## config.mk

```make
export PLATFORM = sky130hd
export DESIGN_NAME = decodeStage
export DESIGN_NICKNAME = d
export VERILOG_FILES = /design/src/rvDecodePkg.sv /design/src/aluDecoder.sv /design/src/controlUnit.sv /design/src/immExtend.sv /design/src/regFile.sv /design/src/decodeStage.sv
export VERILOG_INCLUDE_DIRS = /design/src /design/src/src
export SDC_FILE = /design/constraint.sdc
export NUM_CORES = 2
export LEC_CHECK = 0
export BUFFER_PORTS_ARGS = -buffer_cell sky130_fd_sc_hd__buf_2
export CAP_MARGIN = 20
export CORE_ASPECT_RATIO = 1.1
export CORE_MARGIN = 2
export CORE_UTILIZATION = 62
export DETAILED_ROUTE_END_ITERATION = 10
export PLACE_DENSITY = 0.81
export SLEW_MARGIN = 20
export SYNTH_ARGS = -nofsm -noshare
export SYNTH_HDL_FRONTEND = slang
export SYNTH_SLANG_ARGS = --single-unit
export TNS_END_PERCENT = 5
```

## constraint.sdc

```tcl
create_clock -name clk -period 2.2 [get_ports clk]
set_input_delay 0.33 -clock clk [delete_from_list [all_inputs] [get_ports clk]]
set_output_delay 0.33 -clock clk [all_outputs]
set_load 0.1 [all_outputs]
```

## src/rvCore_macros.svh

```systemverilog
`ifndef RVCORE_MACROS_SVH
`define RVCORE_MACROS_SVH

// one-word datapath width in bits
`define DATA_WIDTH     32

// architectural integer registers x0..x31
`define REG_COUNT      32
`define REG_ADDR_WIDTH 5

`endif

```

## src/rvDecodePkg.sv

```systemverilog
`include "rvCore_macros.svh"

package rvDecodePkg;

    typedef enum logic [6:0] {
        opReg    = 7'b0110011,
        opImm    = 7'b0010011,
        opLoad   = 7'b0000011,
        opStore  = 7'b0100011,
        opBranch = 7'b1100011,
        opLui    = 7'b0110111,
        opAuipc  = 7'b0010111,
        opJal    = 7'b1101111,
        opJalr   = 7'b1100111
    } opcodeT;

    typedef enum logic [1:0] {
        aluOpAdd    = 2'b00,
        aluOpBranch = 2'b01,
        aluOpFunct  = 2'b10,
        aluOpNone   = 2'b11
    } aluOpT;

    typedef enum logic [3:0] {
        aluAdd  = 4'b0000,
        aluSub  = 4'b0001,
        aluSll  = 4'b0010,
        aluSlt  = 4'b0011,
        aluSltu = 4'b0100,
        aluXor  = 4'b0101,
        aluSrl  = 4'b0110,
        aluSra  = 4'b0111,
        aluOr   = 4'b1000,
        aluAnd  = 4'b1001
    } aluCtrlT;

    typedef enum logic [2:0] {
        immI    = 3'b000,
        immS    = 3'b001,
        immB    = 3'b010,
        immU    = 3'b011,
        immJ    = 3'b100,
        immNone = 3'b111
    } immSrcT;

    typedef enum logic [1:0] {
        resAlu  = 2'b00,
        resMem  = 2'b01,
        resPc4  = 2'b10,
        resNone = 2'b11
    } resultSrcT;

    typedef enum logic [2:0] {
        memNone  = 3'b000,
        memWord  = 3'b001,
        memHalf  = 3'b010,
        memByte  = 3'b011,
        memHalfU = 3'b100,
        memByteU = 3'b101
    } memModeT;

    typedef enum logic [1:0] {
        srcReg  = 2'b00,
        srcZero = 2'b01,  // lui
        srcPc   = 2'b10   // auipc
    } srcASelT;

    typedef struct packed {
        logic      regWrite;
        resultSrcT resultSrc;
        logic      memWrite;
        logic      memRead;
        logic      jump;
        logic      branch;
        logic      jalr;
        aluCtrlT   aluCtrl;
        logic      aluSrcB;   // 1 selects the immediate
        srcASelT   srcASel;
        immSrcT    immSrc;
        memModeT   memMode;
        logic [2:0] funct3;   // branch condition
    } decodeCtrlT;

    typedef struct packed {
        logic [`DATA_WIDTH-1:0]     rd1;
        logic [`DATA_WIDTH-1:0]     rd2;
        logic [`DATA_WIDTH-1:0]     pc;
        logic [`DATA_WIDTH-1:0]     pcPlus4;
        logic [`DATA_WIDTH-1:0]     immExt;
        logic [`REG_ADDR_WIDTH-1:0] rs1;
        logic [`REG_ADDR_WIDTH-1:0] rs2;
        logic [`REG_ADDR_WIDTH-1:0] rd;
    } decodeDataT;

    typedef struct packed {
        logic                       regWrite;
        logic [`REG_ADDR_WIDTH-1:0] rd;
        logic [`DATA_WIDTH-1:0]     result;
    } writeBackT;

endpackage

```

## src/aluDecoder.sv

```systemverilog
`timescale 1ns/100ps

module aluDecoder
    import rvDecodePkg::*;
(
    input  aluOpT      aluOp,
    input  logic       opBit5,
    input  logic [2:0] funct3,
    input  logic       funct7Bit5,
    output aluCtrlT    aluCtrl
);

    always_comb begin
        case (aluOp)
            aluOpAdd: aluCtrl = aluAdd;  // address calc for loads/stores
            aluOpBranch: begin
                case (funct3[2:1])
                    2'b10:   aluCtrl = aluSlt;   // blt/bge
                    2'b11:   aluCtrl = aluSltu;  // bltu/bgeu
                    default: aluCtrl = aluSub;   // beq/bne
                endcase
            end
            aluOpFunct: begin
                case (funct3)
                    3'b000: begin
                        // sub needs R-type and funct7 bit 5
                        if (opBit5 && funct7Bit5) begin
                            aluCtrl = aluSub;
                        end else begin
                            aluCtrl = aluAdd;
                        end
                    end
                    3'b001:  aluCtrl = aluSll;
                    3'b010:  aluCtrl = aluSlt;
                    3'b011:  aluCtrl = aluSltu;
                    3'b100:  aluCtrl = aluXor;
                    3'b101:  aluCtrl = funct7Bit5 ? aluSra : aluSrl;  // srai too
                    3'b110:  aluCtrl = aluOr;
                    default: aluCtrl = aluAnd;
                endcase
            end
            default: aluCtrl = aluAdd;
        endcase
    end

endmodule

```

## src/controlUnit.sv

```systemverilog
`timescale 1ns/100ps
`include "rvCore_macros.svh"

module controlUnit
    import rvDecodePkg::*;
(
    input  logic [`DATA_WIDTH-1:0] instrD,
    output decodeCtrlT             ctrlD
);

    opcodeT     opcode;
    logic [2:0] funct3;
    aluOpT      aluOp;
    aluCtrlT    aluCtrl;
    logic       isLoad;
    logic       isStore;

    assign opcode = opcodeT'(instrD[6:0]);
    assign funct3 = instrD[14:12];

    always_comb begin
        // invalid row unless the opcode matches
        ctrlD           = '0;
        ctrlD.resultSrc = resNone;
        ctrlD.immSrc    = immNone;
        ctrlD.aluSrcB   = 1'b1;
        ctrlD.srcASel   = srcReg;
        ctrlD.aluCtrl   = aluCtrl;
        ctrlD.funct3    = funct3;
        aluOp           = aluOpNone;
        isLoad          = 1'b0;
        isStore         = 1'b0;

        case (opcode)
            opReg: begin
                ctrlD.regWrite  = 1'b1;
                ctrlD.resultSrc = resAlu;
                ctrlD.aluSrcB   = 1'b0;
                aluOp           = aluOpFunct;
            end
            opImm: begin
                ctrlD.regWrite  = 1'b1;
                ctrlD.resultSrc = resAlu;
                ctrlD.immSrc    = immI;
                aluOp           = aluOpFunct;
            end
            opLoad: begin
                ctrlD.regWrite  = 1'b1;
                ctrlD.resultSrc = resMem;
                ctrlD.immSrc    = immI;
                ctrlD.memRead   = 1'b1;
                aluOp           = aluOpAdd;
                isLoad          = 1'b1;
            end
            opStore: begin
                ctrlD.resultSrc = resAlu;
                ctrlD.immSrc    = immS;
                ctrlD.memWrite  = 1'b1;
                aluOp           = aluOpAdd;
                isStore         = 1'b1;
            end
            opBranch: begin
                ctrlD.resultSrc = resAlu;
                ctrlD.immSrc    = immB;
                ctrlD.aluSrcB   = 1'b0;
                ctrlD.branch    = 1'b1;
                aluOp           = aluOpBranch;
            end
            opLui, opAuipc: begin
                ctrlD.regWrite  = 1'b1;
                ctrlD.resultSrc = resAlu;
                ctrlD.immSrc    = immU;
                ctrlD.srcASel   = (opcode == opLui) ? srcZero : srcPc;
                aluOp           = aluOpAdd;
            end
            opJal: begin
                ctrlD.regWrite  = 1'b1;
                ctrlD.resultSrc = resPc4;  // link address
                ctrlD.immSrc    = immJ;
                ctrlD.aluSrcB   = 1'b0;
                ctrlD.jump      = 1'b1;
            end
            opJalr: begin
                ctrlD.regWrite  = 1'b1;
                ctrlD.resultSrc = resPc4;
                ctrlD.immSrc    = immI;  // offset is I-format
                ctrlD.aluSrcB   = 1'b0;
                ctrlD.jump      = 1'b1;
                ctrlD.jalr      = 1'b1;
                aluOp           = aluOpAdd;
            end
            default: ;
        endcase

        ctrlD.memMode = memNone;
        if (isLoad || isStore) begin
            case (funct3)
                3'b000:  ctrlD.memMode = memByte;
                3'b001:  ctrlD.memMode = memHalf;
                3'b010:  ctrlD.memMode = memWord;
                3'b100:  ctrlD.memMode = isLoad ? memByteU : memNone;  // lbu only
                3'b101:  ctrlD.memMode = isLoad ? memHalfU : memNone;  // lhu only
                default: ctrlD.memMode = memNone;
            endcase
        end
    end

    aluDecoder aluDec (
        .aluOp     (aluOp),
        .opBit5    (instrD[5]),
        .funct3    (funct3),
        .funct7Bit5(instrD[30]),
        .aluCtrl   (aluCtrl)
    );

endmodule

```

## src/immExtend.sv

```systemverilog
`timescale 1ns/100ps
`include "rvCore_macros.svh"

module immExtend
    import rvDecodePkg::*;
(
    input  logic [`DATA_WIDTH-1:0] instrD,
    input  immSrcT                 immSrc,
    output logic [`DATA_WIDTH-1:0] immExt
);

    logic signBit;

    assign signBit = instrD[31];

    always_comb begin
        case (immSrc)
            immI: immExt = {{20{signBit}}, instrD[31:20]};
            immS: immExt = {{20{signBit}}, instrD[31:25], instrD[11:7]};
            immB: begin
                immExt = {{20{signBit}}, instrD[7], instrD[30:25],
                          instrD[11:8], 1'b0};  // halfword aligned
            end
            immU: immExt = {instrD[31:12], 12'b0};
            immJ: begin
                immExt = {{12{signBit}}, instrD[19:12], instrD[20],
                          instrD[30:21], 1'b0};
            end
            default: immExt = '0;  // no immediate
        endcase
    end

endmodule

```

## src/regFile.sv

```systemverilog
`timescale 1ns/100ps
`include "rvCore_macros.svh"

module regFile
    import rvDecodePkg::*;
(
    input  logic                       clk,
    input  logic                       rstN,
    input  logic [`REG_ADDR_WIDTH-1:0] rs1,
    input  logic [`REG_ADDR_WIDTH-1:0] rs2,
    input  writeBackT                  writeBack,
    output logic [`DATA_WIDTH-1:0]     rd1,
    output logic [`DATA_WIDTH-1:0]     rd2
);

    logic [`DATA_WIDTH-1:0] regs [`REG_COUNT];
    logic                   wrEn;

    assign wrEn = writeBack.regWrite && (writeBack.rd != '0);  // x0 never written

    always_ff @(posedge clk or negedge rstN) begin
        if (!rstN) begin
            for (int i = 0; i < `REG_COUNT; i++) begin
                regs[i] <= '0;
            end
        end else if (wrEn) begin
            regs[writeBack.rd] <= writeBack.result;
        end
    end

    // same-cycle write is visible to the reader
    always_comb begin
        if (rs1 == '0) begin
            rd1 = '0;
        end else if (wrEn && (writeBack.rd == rs1)) begin
            rd1 = writeBack.result;
        end else begin
            rd1 = regs[rs1];
        end
        if (rs2 == '0) begin
            rd2 = '0;
        end else if (wrEn && (writeBack.rd == rs2)) begin
            rd2 = writeBack.result;
        end else begin
            rd2 = regs[rs2];
        end
    end

endmodule

```

## src/decodeStage.sv

```systemverilog
`timescale 1ns/100ps
`include "rvCore_macros.svh"

module decodeStage
    import rvDecodePkg::*;
(
    input  logic                   clk,
    input  logic                   rstN,
    input  logic [`DATA_WIDTH-1:0] instrD,
    input  logic [`DATA_WIDTH-1:0] pcD,
    input  logic [`DATA_WIDTH-1:0] pcPlus4D,
    input  writeBackT              writeBack,
    input  logic                   stallE,
    input  logic                   flushE,
    output decodeCtrlT             ctrlE,
    output decodeDataT             dataE
);

    // nothing architectural happens for a bubble
    localparam decodeCtrlT ctrlBubble = '{
        regWrite:  1'b0,
        resultSrc: resNone,
        memWrite:  1'b0,
        memRead:   1'b0,
        jump:      1'b0,
        branch:    1'b0,
        jalr:      1'b0,
        aluCtrl:   aluAdd,
        aluSrcB:   1'b0,
        srcASel:   srcReg,
        immSrc:    immNone,
        memMode:   memNone,
        funct3:    3'b000
    };

    decodeCtrlT             ctrlD;
    decodeDataT             dataD;
    logic [`DATA_WIDTH-1:0] immExtD;
    logic [`DATA_WIDTH-1:0] rd1D;
    logic [`DATA_WIDTH-1:0] rd2D;

    controlUnit ctrlUnit (
        .instrD(instrD),
        .ctrlD (ctrlD)
    );

    immExtend immExt (
        .instrD(instrD),
        .immSrc(ctrlD.immSrc),
        .immExt(immExtD)
    );

    regFile rf (
        .clk      (clk),
        .rstN     (rstN),
        .rs1      (instrD[19:15]),
        .rs2      (instrD[24:20]),
        .writeBack(writeBack),
        .rd1      (rd1D),
        .rd2      (rd2D)
    );

    assign dataD = '{
        rd1:     rd1D,
        rd2:     rd2D,
        pc:      pcD,
        pcPlus4: pcPlus4D,
        immExt:  immExtD,
        rs1:     instrD[19:15],  // kept for forwarding in execute
        rs2:     instrD[24:20],
        rd:      instrD[11:7]
    };

    // decode/execute register where stall beats flush
    always_ff @(posedge clk or negedge rstN) begin
        if (!rstN) begin
            ctrlE <= ctrlBubble;
            dataE <= '0;
        end else if (!stallE) begin
            if (flushE) begin
                ctrlE <= ctrlBubble;
                dataE <= '0;
            end else begin
                ctrlE <= ctrlD;
                dataE <= dataD;
            end
        end
    end

endmodule

```

==> out/results.txt <==
crit share post-route -> 95.4%
Avg Inst Size Synth -> 14.1 sq um
Tightest Hold Check Type -> input port to flop
Initial Utilization -> 62.5%
relative slew slack -> 34.8%
Setup crit start kind -> flop
Fin. Hold Viols -> 0
Highest Clock Rate -> 477 MHz
CP max stage delay -> 0.52 ns
status -> complete, no violations
DRT iter0 DRCs -> 5,796
first-pass GRT wire length -> 296,000 microns
Power Dens Cells -> 894 nW/um^2
RSZ-0062 raised after global routing -> no
Clock Latency Late Sink -> 0.71 ns
fin nets -> 4,995
drt drc -> 0
wire length per cell -> 31.6 microns
vias in the first global route -> 46.1k
Util after Layout -> 73.3%
post-synthesis register bit count -> 1,223
Slew Limit Fails -> 0
Root Buffer -> clkbuf_16
Die Height -> 338 microns
Num CTS Buffers -> 121
clk sink count -> 1,223
total of max-cap violations -> 0
slew of the pin with the lowest slew margin -> 0.977 ns
port bufs -> 336
Total Routed Length -> 198,000 microns
Worst Path Arrival -> 1.77 ns
Period minus WS final -> 2.10 ns
Ys Warns -> 0
detailed-placement wirelength estimate -> 123,000 microns
post-synthesis sequential area ratio -> 48.7%
worst setup path start -> dataE[121]
GR Util All Layers -> 38.5%
layout cell share with drive strength beyond 1 -> 49.3%
post-synthesis cell count -> 4,468
CTS max path bufs -> 3
Die Wd -> 307 microns
CP max FO -> 3
post-CTS setup buffers -> 0
R2R Path Start -> rf.regs[533]
hold path startpoint -> instrD[16]
CP bufs+invs -> 1
CP max-delay cell -> dfrtp_1
largest net degree at the start of global routing -> 82
Net Count, Synth -> 4,608
Ports -> 337
H-tree Lvls -> 3
Critical Path End Type -> output port
worst setup margin -> 0.102 ns
Netlist Area Pre-Place -> 62,800 sq um
Peak VDD IR -> 729 uV
Std-Cell Rows -> 122
Synth Flop Type -> dfrtp_1
initial antenna violation count -> 19
Lkg Pwr -> 32.8 nW
GRT Residual Overflow -> 0
number of synthesized flops with an enable pin -> 0
DR pass1 iterations -> 6
Syn-to-layout area delta -> 17.2%
CP Cell Sequence -> buf_2
Final Skew -> 0.0190 ns
Setup-failing EPs final -> 0
crit path kind -> flop to output port
Worst EP required -> 1.87 ns
GPL Wtd Cong -> 0.925
CTS tree -> yes
Clock Pin Slew Worst Setup and Hold Paths -> 0.06 ns
vias -> 44.8k
Synth cell types -> 66
Post-DRT Antenna Nets -> 0
die area -> 104,000 sq um
Worst path top cell family by delay -> flip-flops
worst hold slack -> 0.0616 ns
pre-CTS setup slack -> -0.134 ns
number of vias per cell -> 7.14
core box area -> 100,000 sq um
Synth async-reset ratio -> 100%
[metrics by stage]
| step | setup TNS (ns) | cells | power, W | cell area [sq um] |
|---|---|---|---|---|
| after CTS | 0 | 6261 | 0.0656 | 73600 |
| final | 0 | 6273 | 0.0658 | 73600 |
| after global placement | -2.91 | 5946 | 0.0424 | 68300 |
| after floorplan | 0 | 4468 | 0.0389 | 62800 |
| after global routing | 0 | 6270 | 0.0679 | 73600 |
| after detailed placement | -11.85 | 5946 | 0.0432 | 68300 |
[where the power goes]
group	switching, W	total (W)	internal [W]
Combinational	0.00679	0.0141	0.00733
Sequential	0.00305	0.0294	0.0263
Clock	0.00919	0.0223	0.0131
[flip-flops by register name, summed over array words and instances, names as in the netlist]
register and count:
rf.regs 1024, dataE 175, ctrlE 24
[layout make-up]
| class | count | area (sq um) |
|---|---|---|
| antenna | 12 | 30.0 |
| clock buffer | 174 | 3600 |
| clock inverter | 53 | 726 |
| fill | 5801 | 26900 |
| inverter | 10 | 37.5 |
| multi-input combinational | 2753 | 30300 |
| sequential | 1223 | 30600 |
| tap | 1302 | 1630 |
| timing repair buffer | 746 | 6710 |
[layer usage]
layer | wire [microns] | vias up | share of wire (%) | global-route usage [%]
met1 | 70800 | 23400 | 36 | 49.7
li1 | - | 17700 | - | -
met4 | 12800 | 12 | 6.4 | 21.6
met3 | 22700 | 744 | 11 | 10.7
met5 | 70 | - | 0.035 | 0
met2 | 92000 | 3024 | 46 | 59.5
[worst paths after layout]
path	end	slack, ns	cells past startpoint
worst max register to register	dataE[132]	0.33	4
worst min-delay path	dataE[11]	0.06	3
worst min register to register	rf.regs[1013]	0.40	0
worst max-delay path	dataE[121]	0.10	1
min in group asynchronous	rf.regs[389]	0.15	2
max in group asynchronous	rf.regs[1015]	1.06	4
[synthesized netlist by cell type, types with 40 or more instances]
cell,number,area [sq um]
dfrtp_1,1218,30500
mux2_2,1027,11600
mux4_2,495,11100
clkbuf_1,291,1090
nand2_1,272,1020
nand2b_1,166,1040
o21ai_0,151,756
buf_2,101,505
nand3_1,86,430
o22ai_1,82,513
mux2i_1,76,761
buf_1,57,214
and3_1,41,257
a211oi_1,40,300
[logic make-up after synthesis]
group                      Yosys count  share of synthesized area, %
DFF                               1223                          48.7
AOI/OAI and AO/OA                  441                          4.63
and+or+nand+nor                    701                          5.65
adders and majority gates            2                        0.0398
xor gates and xnor gates            11                         0.153
muxes                             1598                          37.4
buffers and inverters              492                          3.40
[cell usage in the layout (no fill, tap or decap), types with 14 or more instances in the layout]
| cell type | instances |
|---|---|
| clkbuf_16 | 121 |
| mux2_2 | 1027 |
| a32oi_1 | 21 |
| buf_2 | 328 |
| nand3_1 | 86 |
| o21ai_0 | 151 |
| mux4_2 | 495 |
| nor3_1 | 21 |
| nand4_1 | 20 |
| a21oi_1 | 30 |
| a22oi_1 | 14 |
| clkinv_2 | 21 |
| nor2_1 | 24 |
| nand2_1 | 257 |
| dlygate4sd3_1 | 88 |
| nor2_4 | 14 |
| buf_4 | 191 |
| a211oi_1 | 40 |
| o22ai_1 | 82 |
| nand2_2 | 15 |
| nand2b_1 | 165 |
| clkbuf_8 | 37 |
| a22o_1 | 16 |
| dfrtp_1 | 1218 |
| mux2i_1 | 76 |
| clkbuf_1 | 16 |
| and3_1 | 41 |
| buf_12 | 133 |
| bufinv_16 | 15 |
| a221o_1 | 37 |
[timing repair]
item	4_1_cts	5_1_grt
gates resized for setup	0	1
endpoints found under the setup margin	0	1
hold endpoints to repair	713	0
hold buffers	88	0
No activity file was read; power rests on OpenSTA's default activity.
